[src/rtl/capPkg.sv]
////////////////////////////////////////////////////////////
// Parity-protected memory wrapper, shared definitions
// Sizes, opcode and FSM state enums, and the request and
// response structs used across the wrapper and its testbench
////////////////////////////////////////////////////////////

package capPkg;

   ////////////////////////////////////////////////////////////
   // Sizes
   ////////////////////////////////////////////////////////////

   // Payload width of one word
   localparam int DATA_WIDTH = 32;
   // Word address width
   localparam int ADDR_WIDTH = 6;
   // Number of words in the storage array
   localparam int DEPTH      = 64;
   // Error counter width, saturates at all ones
   localparam int CNT_WIDTH  = 8;
   // Stored word is data plus one even-parity bit on top
   localparam int WORD_WIDTH = DATA_WIDTH + 1;

   ////////////////////////////////////////////////////////////
   // Enums
   ////////////////////////////////////////////////////////////

   // Request opcode
   // OP_INJECT writes the word with its parity bit inverted
   typedef enum logic [1:0] {
      OP_READ   = 2'd0,
      OP_WRITE  = 2'd1,
      OP_INJECT = 2'd2
   } capOpT;

   // Control FSM states
   typedef enum logic [1:0] {
      CS_IDLE = 2'd0,
      CS_READ = 2'd1,
      CS_RESP = 2'd2
   } ctrlStateT;

   ////////////////////////////////////////////////////////////
   // Request and response payloads
   ////////////////////////////////////////////////////////////

   typedef struct packed {
      capOpT                 op;
      logic [ADDR_WIDTH-1:0] addr;
      logic [DATA_WIDTH-1:0] data;
   } capReqT;

   // Writes echo the written data, parErr only ever set on reads
   typedef struct packed {
      capOpT                 op;
      logic [ADDR_WIDTH-1:0] addr;
      logic [DATA_WIDTH-1:0] data;
      logic                  parErr;
   } capRspT;

endpackage

[src/rtl/CapMemArray.sv]
////////////////////////////////////////////////////////////
// Storage array with parity encode on write
// Parity can be inverted per write for error injection,
// read data is registered one cycle after the read strobe
////////////////////////////////////////////////////////////

module CapMemArray (
   input  logic                          clk,
   input  logic                          memWe,
   input  logic                          memInvPar,
   input  logic                          memRe,
   input  logic [capPkg::ADDR_WIDTH-1:0] memAddr,
   input  logic [capPkg::DATA_WIDTH-1:0] memWdata,
   output logic [capPkg::WORD_WIDTH-1:0] memRdata
);

   import capPkg::*;

   // Storage, no reset like a real RAM macro
   logic [WORD_WIDTH-1:0] mem [DEPTH];

   // Encoded write word
   logic                  wrParity;
   logic [WORD_WIDTH-1:0] wrWord;

   ////////////////////////////////////////////////////////////
   // Parity encode
   ////////////////////////////////////////////////////////////

   // Even parity over the payload
   // Flipped on an inject so the whole stored word goes odd
   assign wrParity = (^memWdata) ^ memInvPar;

   // Parity bit sits on top, same layout the checker expects
   assign wrWord = {wrParity, memWdata};

   ////////////////////////////////////////////////////////////
   // Write port
   ////////////////////////////////////////////////////////////

   always_ff @(posedge clk) begin
      if (memWe) begin
         mem[memAddr] <= wrWord;
      end
   end

   ////////////////////////////////////////////////////////////
   // Read port
   ////////////////////////////////////////////////////////////

   // Registered read, output holds between strobes
   always_ff @(posedge clk) begin
      if (memRe) begin
         memRdata <= mem[memAddr];
      end
   end

endmodule

[src/rtl/CapParityCkr.sv]
////////////////////////////////////////////////////////////
// Parity checker
// Splits a stored word into payload and parity bit and
// flags odd parity unless checking is disabled
////////////////////////////////////////////////////////////

module CapParityCkr #(
   parameter int WIDTH = 8
) (
   input  logic [WIDTH:0]   parityDataIn,
   input  logic             protChkDisable,
   output logic [WIDTH-1:0] rawDataOut,
   output logic             parityOut,
   output logic             parErr
);

   // Whole word reduces to 0 for good even parity
   logic wordOdd;

   assign wordOdd = ^parityDataIn;

   // Mismatch, masked at run time by the disable input
   assign parErr = wordOdd && !protChkDisable;

   // Parity bit is the top bit of the stored word
   assign parityOut = parityDataIn[WIDTH];

   // Payload passes straight through
   assign rawDataOut = parityDataIn[WIDTH-1:0];

endmodule

[src/rtl/CapMemCtrl.sv]
////////////////////////////////////////////////////////////
// Memory wrapper control
// Accepts one request at a time, sequences the array,
// holds the response under back-pressure and reports
// parity errors on read hand-off
////////////////////////////////////////////////////////////

module CapMemCtrl (
   input  logic                          clk,
   input  logic                          rstN,
   input  logic                          reqValid,
   output logic                          reqReady,
   input  capPkg::capReqT                req,
   output logic                          rspValid,
   input  logic                          rspReady,
   output capPkg::capRspT                rsp,
   output logic                          memWe,
   output logic                          memInvPar,
   output logic                          memRe,
   output logic [capPkg::ADDR_WIDTH-1:0] memAddr,
   output logic [capPkg::DATA_WIDTH-1:0] memWdata,
   input  logic [capPkg::DATA_WIDTH-1:0] rawData,
   input  logic                          parErr,
   output logic                          errEvent,
   output logic [capPkg::ADDR_WIDTH-1:0] errAddr
);

   import capPkg::*;

   ctrlStateT state;

   // Accepted request, drives the array port while busy
   capReqT    reqQ;

   logic      reqFire;
   logic      rspFire;
   // Read data from the array is valid this cycle
   logic      rdDataVld;

   ////////////////////////////////////////////////////////////
   // Handshakes
   ////////////////////////////////////////////////////////////

   // One request in flight, so only accept when idle
   assign reqReady  = (state == CS_IDLE);
   assign reqFire   = reqValid && reqReady;
   assign rspFire   = rspValid && rspReady;

   // Strobe cycle is over once memRe has dropped
   assign rdDataVld = (state == CS_READ) && !memRe;

   // Array port comes from the latched request
   assign memAddr   = reqQ.addr;
   assign memWdata  = reqQ.data;
   assign memInvPar = memWe && (reqQ.op == OP_INJECT);

   // Error pulse lines up with the hand-off of a bad read
   assign errEvent  = rspFire && rsp.parErr;
   assign errAddr   = rsp.addr;

   ////////////////////////////////////////////////////////////
   // Control FSM
   ////////////////////////////////////////////////////////////

   always_ff @(posedge clk) begin
      if (!rstN) begin
         state    <= CS_IDLE;
         rspValid <= 1'b0;
         memWe    <= 1'b0;
         memRe    <= 1'b0;
      end else begin
         // Array strobes are single-cycle pulses
         memWe <= 1'b0;
         memRe <= 1'b0;
         case (state)
            CS_IDLE: begin
               if (reqFire) begin
                  if (req.op == OP_READ) begin
                     memRe <= 1'b1;
                     state <= CS_READ;
                  end else begin
                     // Write or inject goes straight to response
                     memWe <= 1'b1;
                     state <= CS_RESP;
                  end
               end
            end
            CS_READ: begin
               // Second cycle, checker output gets registered
               if (rdDataVld) begin
                  rspValid <= 1'b1;
                  state    <= CS_RESP;
               end
            end
            CS_RESP: begin
               if (!rspValid) begin
                  // Write lands in the array this edge
                  rspValid <= 1'b1;
               end else if (rspReady) begin
                  rspValid <= 1'b0;
                  state    <= CS_IDLE;
               end
            end
            default: begin
               state <= CS_IDLE;
            end
         endcase
      end
   end

   ////////////////////////////////////////////////////////////
   // Request and response payload
   ////////////////////////////////////////////////////////////

   always_ff @(posedge clk) begin
      if (reqFire) begin
         reqQ <= req;
      end
      // Write response echoes the request, never an error
      if (reqFire && (req.op != OP_READ)) begin
         rsp.op     <= req.op;
         rsp.addr   <= req.addr;
         rsp.data   <= req.data;
         rsp.parErr <= 1'b0;
      end else if (rdDataVld) begin
         rsp.op     <= reqQ.op;
         rsp.addr   <= reqQ.addr;
         rsp.data   <= rawData;
         rsp.parErr <= parErr;
      end
   end

endmodule

[src/rtl/CapErrLog.sv]
////////////////////////////////////////////////////////////
// Parity error logger
// Saturating event counter, sticky flag and address of the
// first error since reset or the last clear
////////////////////////////////////////////////////////////

module CapErrLog (
   input  logic                          clk,
   input  logic                          rstN,
   input  logic                          errEvent,
   input  logic [capPkg::ADDR_WIDTH-1:0] errAddr,
   input  logic                          errClear,
   output logic [capPkg::CNT_WIDTH-1:0]  errCount,
   output logic                          errSticky,
   output logic [capPkg::ADDR_WIDTH-1:0] firstErrAddr
);

   import capPkg::*;

   // Counter has hit all ones
   logic cntSat;

   assign cntSat = (errCount == {CNT_WIDTH{1'b1}});

   ////////////////////////////////////////////////////////////
   // Counter and flags
   ////////////////////////////////////////////////////////////

   always_ff @(posedge clk) begin
      if (!rstN) begin
         errCount     <= '0;
         errSticky    <= 1'b0;
         firstErrAddr <= '0;
      end else if (errClear) begin
         // Clear wins over an event in the same cycle
         errCount     <= '0;
         errSticky    <= 1'b0;
         firstErrAddr <= '0;
      end else if (errEvent) begin
         if (!cntSat) begin
            errCount <= errCount + 1'b1;
         end
         // Only the first event since clear is captured
         if (!errSticky) begin
            firstErrAddr <= errAddr;
         end
         errSticky <= 1'b1;
      end
   end

endmodule

[src/rtl/CapMemTop.sv]
////////////////////////////////////////////////////////////
// Parity-protected memory wrapper, top level
// Control, storage array, parity checker and error logger
////////////////////////////////////////////////////////////

module CapMemTop (
   input  logic                          clk,
   input  logic                          rstN,
   // Request port
   input  logic                          reqValid,
   output logic                          reqReady,
   input  capPkg::capReqT                req,
   // Response port
   output logic                          rspValid,
   input  logic                          rspReady,
   output capPkg::capRspT                rsp,
   // Protection control and error status
   input  logic                          protChkDisable,
   input  logic                          errClear,
   output logic [capPkg::CNT_WIDTH-1:0]  errCount,
   output logic                          errSticky,
   output logic [capPkg::ADDR_WIDTH-1:0] firstErrAddr
);

   import capPkg::*;

   ////////////////////////////////////////////////////////////
   // Internal wiring
   ////////////////////////////////////////////////////////////

   // Array port
   logic                  memWe;
   logic                  memInvPar;
   logic                  memRe;
   logic [ADDR_WIDTH-1:0] memAddr;
   logic [DATA_WIDTH-1:0] memWdata;
   logic [WORD_WIDTH-1:0] memRdata;

   // Checker results
   logic [DATA_WIDTH-1:0] rawData;
   logic                  parErr;

   // Error report to the logger
   logic                  errEvent;
   logic [ADDR_WIDTH-1:0] errAddr;

   CapMemCtrl u_CapMemCtrl (
      .clk      (clk),
      .rstN     (rstN),
      .reqValid (reqValid),
      .reqReady (reqReady),
      .req      (req),
      .rspValid (rspValid),
      .rspReady (rspReady),
      .rsp      (rsp),
      .memWe    (memWe),
      .memInvPar(memInvPar),
      .memRe    (memRe),
      .memAddr  (memAddr),
      .memWdata (memWdata),
      .rawData  (rawData),
      .parErr   (parErr),
      .errEvent (errEvent),
      .errAddr  (errAddr)
   );

   CapMemArray u_CapMemArray (
      .clk      (clk),
      .memWe    (memWe),
      .memInvPar(memInvPar),
      .memRe    (memRe),
      .memAddr  (memAddr),
      .memWdata (memWdata),
      .memRdata (memRdata)
   );

   // Parity bit itself is not needed past the checker
   CapParityCkr #(
      .WIDTH(DATA_WIDTH)
   ) u_CapParityCkr (
      .parityDataIn  (memRdata),
      .protChkDisable(protChkDisable),
      .rawDataOut    (rawData),
      .parityOut     (),
      .parErr        (parErr)
   );

   CapErrLog u_CapErrLog (
      .clk         (clk),
      .rstN        (rstN),
      .errEvent    (errEvent),
      .errAddr     (errAddr),
      .errClear    (errClear),
      .errCount    (errCount),
      .errSticky   (errSticky),
      .firstErrAddr(firstErrAddr)
   );

endmodule

[config.mk]
export PLATFORM = sky130hd
export DESIGN_NAME = CapMemTop
export DESIGN_NICKNAME = d
export VERILOG_FILES = /design/src/rtl/capPkg.sv /design/src/rtl/CapMemArray.sv /design/src/rtl/CapParityCkr.sv /design/src/rtl/CapMemCtrl.sv /design/src/rtl/CapErrLog.sv /design/src/rtl/CapMemTop.sv
export SDC_FILE = /design/constraint.sdc
export NUM_CORES = 2
export LEC_CHECK = 0
export ABC_CLOCK_PERIOD_IN_PS = 4800
export CORE_UTILIZATION = 30
export CTS_CLUSTER_SIZE = 40
export DETAILED_ROUTE_END_ITERATION = 10
export DONT_BUFFER_PORTS = 1
export REMOVE_ABC_BUFFERS = 1
export SETUP_SLACK_MARGIN = 0.4
export SLEW_MARGIN = 10
export SYNTH_ARGS = -nofsm -noshare
export SYNTH_HDL_FRONTEND = slang
export SYNTH_SLANG_ARGS = --single-unit
[constraint.sdc]
create_clock -name clk -period 4.8 [get_ports clk]
set_clock_uncertainty 0.05 [all_clocks]
set_input_delay 0.72 -clock clk [delete_from_list [all_inputs] [get_ports clk]]
set_output_delay 0.72 -clock clk [all_outputs]
set_load 0.005 [all_outputs]
[After elaboration in Yosys (flattened, before gate mapping)]
Memory sizes are Yosys's and may differ from the RTL's. A register that Yosys moved wholly into a read port is not among the register bits.
Cells that the tools add are included.
Word-level totals
  memories kept: 1
  flip-flop bits (word level): 101
  memory bits (writable): 2112
  input bits: 46
Operators by class
  reductions and logical operators: 22
  bitwise gates (word level): 4
  equal/unequal tests: 8
  add/sub/neg operators: 1
  mux-type cells: 16
Memory list
  u_CapMemArray.mem: depth 64, width 33, rd ports 1, clocked after memory_dff 1, wr ports 1, RTL line CapMemArray.sv:20  | logic [WORD_WIDTH-1:0] mem [DEPTH];
Operators by type and width (count)
  41-bit two-way mux: 2
  33-bit parity: 1
  32-bit parity: 1
  2-bit two-way mux: 5
  8-bit by 1-bit adder with 8-bit output, second input constant: 1
  8-bit == test, second input constant: 1
  1-bit logical AND: 7
  1-bit two-way mux: 7
  2-bit one-hot mux with 3 select lines: 1
  2-bit AND reduction: 3
  2-bit nonzero test: 3
  2-bit == test, second input constant: 2
  2-bit logical NOT: 2
  2-bit by 1-bit != test with 1-bit output, second input constant: 2
  2-bit != test, second input constant: 2
  4-bit AND reduction: 1
  1-bit inverter: 3
  3-bit AND reduction: 1
  2-bit by 1-bit == test with 1-bit output, second input constant: 1
  1-bit logical NOT: 2
  1-bit one-hot mux with 2 select lines: 1
  2-bit OR reduction: 1
  1-bit XOR: 1

[Depth between registers and ports, before layout]
  depth in word-level cells: 4
  gate-level depth with buffers: 12
  mapped depth without buffers: 6

[Modules after synthesis]
From an unflattened synthesis, not the netlist that was laid out.
Unflattened totals
  cell total of the unflattened synthesis: 4726
  area, all modules: 86639.3 um^2
By module, submodules not included
  CapMemArray: seq. area each 64411.8 um^2, area an instance 81988.6 um^2, instances 1, cells an instance 4391
  CapMemCtrl: seq. area each 2522.4 um^2, area an instance 3427.0 um^2, instances 1, cells an instance 202
  CapErrLog: seq. area each 300.3 um^2, area an instance 669.4 um^2, instances 1, cells an instance 68
  CapParityCkr: seq. area each 0.0 um^2, area an instance 554.3 um^2, instances 1, cells an instance 65

[Worst setup path before layout]
Ideal clock, no wire load.
  kind: register -> register
  from: register u_CapMemCtrl.reqQ (netlist bit u_CapMemCtrl.memWdata[6])
  to: memory u_CapMemArray.mem[0][32] (netlist bit), data pin
  stages on the path, launching flop included: 7
  path slack: 0.418 ns
  data arrival time: 3.765 ns
  data required time: 4.183 ns
  path buffers: 0
  cell sequence: edfxtp_1 xnor2_1 xnor2_1 xnor2_1 xnor2_1 xnor2_1 xnor2_1
On the way
  cells in the longest elaborated chain, start to end: 2
Ends and longest elaborated chain
  from (decl): RTL line CapMemCtrl.sv:33  | capReqT reqQ;
  from (signal assigned): RTL line CapMemCtrl.sv:117  | reqQ <= req;
  32-bit parity: RTL line CapMemArray.sv:32  | assign wrParity = (^memWdata) ^ memInvPar;
  1-bit XOR: RTL line CapMemArray.sv:32
  named net u_CapMemArray.wrParity: RTL line CapMemArray.sv:23  | logic wrParity;
  to (decl): RTL line CapMemArray.sv:20
The timed path passes the listed nets, and every way through them passes these cells.

==> impl_metrics.toml <==
[die]
die_y_microns = 538.1
row_count = 196
die_area_sq_mm = 0.2895
die_w_microns = 538.1
top_level_ports = 104
initial_core_util_pct = 30.20
core_area_sq_mm = 0.2855

[routing]
ant_nets = 0
wire_per_inst_microns = 34.64
dr.pass1.iters = 8
drt_iter0_drc = 8452
totalWireLength_microns = 303400
dr_total_vias = 50238
vias_per_cell = 5.736
drc = 0

[clocking]
clockBufferDepth = 3
root_buffer = "clkbuf_16"
clk_latency_ns = 0.90
clock_sink_count = 2246
htreeDepth = 4
cts_inserted_buffers = 214
cts_tree = "built"
clk_pin_slew_worst_paths_ns = 0.06
postCtsSetupBuffers = 0

[power_and_ir_drop]
leakage_nw = 31.23
power_mw = 41.64
vdd_drop_max_uv = 439.0
power.density_mw_per_mm2 = 416.8

[logic_synthesis]
ys_seq_area_share_pct = 77.99
synth-seq-cells = 2246
synth_top_cell_area_share_pct = 77.50
synthFlopType = "edfxtp_1"
ys_top_cells_by_area = "edfxtp_1, mux4_2, mux2i_1"
syn_inst = 4526
syn_area_per_cell_sq_um = 19.05
yosysTopAreaCell = "edfxtp_1"
synth_commonest_cells = "edfxtp_1, mux2i_1, a221oi_1"
ys_warn_count = 0
synth_edf_count = 2225
synth_most_common_cell = "edfxtp_1"
synth_area_sq_mm = 0.08621
async_flop_share_pct = 0
yosysUniqueCellTypes = 68

[worst_setup_path]
end_kind = "register"
cp_cell_sequence = "inv_6 -> buf_12 -> o21ai_0 -> o21ai_0 -> or4_1"
cp-start-kind = "register"
cp_slowest_cell = "o21ai_0"
path_class = "reg2reg"
rr_worst_depth = 5
critPathMaxStageDelay_ns = 0.93
crit_required_ns = 5.38
arrival_ns = 4.49
path_common_cell = "o21ai_0"
cp_max_fo = 59

[timing]
period_needed_ns = 3.912
final_hold_viol_count = 0
rsz0062_at_grt = "no"
drv_slew = 0
max_freq_mhz = 255.6
fin_crit_sh_pct = 81.50
setup_viol = 0
setup_slack_ns = 0.8880
relSlewSlack_pct = 15.28
tns_ns = 0
whs_ns = 0.04880
worst_slew_pin_slew_ns = 1.270

[worst_hold_path]
whs_path_depth = 3
hold_path.class = "in2reg"

[placed_design]
post_dp_cell_area_sq_mm = 0.09274
numPortBuffers = 0
place_congestion = 0.8938
hpwl_microns = 175600
place_ws_ns = 0.9903

[final_layout]
design_area_sq_mm = 0.09990
fin_nets = 4851
syn2layout_area_growth_pct = 15.87
drive_above_1_share_pct = 19.88

[grt]
antenna_found_initial = 20
overflow = 0
grt_usage_pct = 20.45
grt_pass1_wl_microns = 406700
grt_pass1_vias = 48000
grt_max_degree = 102

[flow_run]
cap_violations = 0

[outcome]
status = "finished, final reports clean"
cell type report:
cell class | instances | area (sq um)
fill | 26561 | 185600
sequential | 2246 | 67240
multi-input combinational | 1988 | 17940
clock buffer | 283 | 5707
tap | 3762 | 4707
timing repair buffer | 349 | 3278
clock inverter | 108 | 955.9
antenna | 17 | 42.54
inverter | 5 | 31.28
logic make-up (layout without fill, tap and decap cells):
logic type | after synthesis | in the layout | share of synthesized area [%]
other | 0 | 17 | 0
XOR/XNOR | 68 | 68 | 0.7068
adder cells (fa/ha/maj) | 1 | 1 | 0.01451
multiplexers | 559 | 559 | 9.355
AO/OA/AOI/OAI | 884 | 884 | 7.603
AND/OR/NAND/NOR | 476 | 476 | 2.408
flip-flops | 2246 | 2246 | 77.99
buffers and inverters | 292 | 745 | 1.927
timing repair:
item / 4_1_cts / 5_1_grt
setup endpoints to repair: 0 / 0
hold buffers: 45 / 0
resized for setup: 0 / 0
hold endpoints to repair: 82 / 0
flip-flops by register name (all words and copies together), names as in the netlist:
register	cells
u_CapMemCtrl.memRe	1
u_CapMemCtrl.memAddr	6
u_CapMemCtrl.rspValid	1
u_CapMemCtrl.reqQ	2
u_CapMemCtrl.errAddr	6
u_CapMemCtrl.memWe	1
u_CapMemArray.memRdata	33
u_CapErrLog.firstErrAddr	6
u_CapErrLog.errSticky	1
u_CapErrLog.errCount	8
u_CapMemCtrl.memWdata	32
u_CapMemArray.mem	2112
u_CapMemCtrl.rsp	35
u_CapMemCtrl.state	2
cell usage in the layout, fill, tap and decap left out, types with 18 or more instances in the layout:
cell type      instances
buf_4                261
clkbuf_1              62
a221oi_1             238
a22oi_1              120
buf_12                42
mux2_2               119
a21oi_1              103
edfxtp_1            2225
nor2_1               144
nand2_1              155
mux2i_1              253
clkbuf_16            216
dlygate4sd3_1         45
a22o_1                73
o2bb2ai_1             18
o21ai_0              123
a221o_1               29
clkinv_1              56
dfxtp_1               20
clkinv_2              26
mux4_2               185
nor2_4                67
xnor2_1               55
o22ai_1               76
stage by stage:
step / std cells / util (%)
floorplan: 4239 / -
global placement: 8304 / 32.48
detailed placement: 8305 / 32.49
CTS: 8741 / 34.98
global route: 8746 / 34.98
finish: 8758 / 35.00
worst max-delay path, delay by kind of cell, from the launching register on:
kind	cells	cell delay, ns
AO/OA/AOI/OAI	2	1.12
buffers and inverters	2	0.87
flip-flops	1	0.89
AND/OR/NAND/NOR	1	0.50
per-layer routing:
metal	track usage (%)	share of wire, %	routed length (microns)
met2	31.65	45	136800
met3	5.399	13	38270
met5	0	0.024	74
met1	26.35	37	110800
met4	10.65	5.7	17440
path summary, 6_finish.rpt:
path / from / end / slack, ns
max: u_CapMemCtrl.memAddr[2] / u_CapMemArray.memRdata[19] / 0.89
min reg2reg: u_CapErrLog.errSticky / u_CapErrLog.errSticky / 0.45
min: req[38] / u_CapMemCtrl.memRe / 0.05
max reg2reg: u_CapMemCtrl.memAddr[2] / u_CapMemArray.memRdata[19] / 0.89
where the power goes:
| part | internal [mW] | switching [mW] | total (mW) |
|---|---|---|---|
| sequential | 22.1 | 0.0961 | 22.2 |
| combinational | 0.879 | 2.31 | 3.19 |
| clock | 8.85 | 7.40 | 16.2 |
Power figures use the tool's default switching activity.
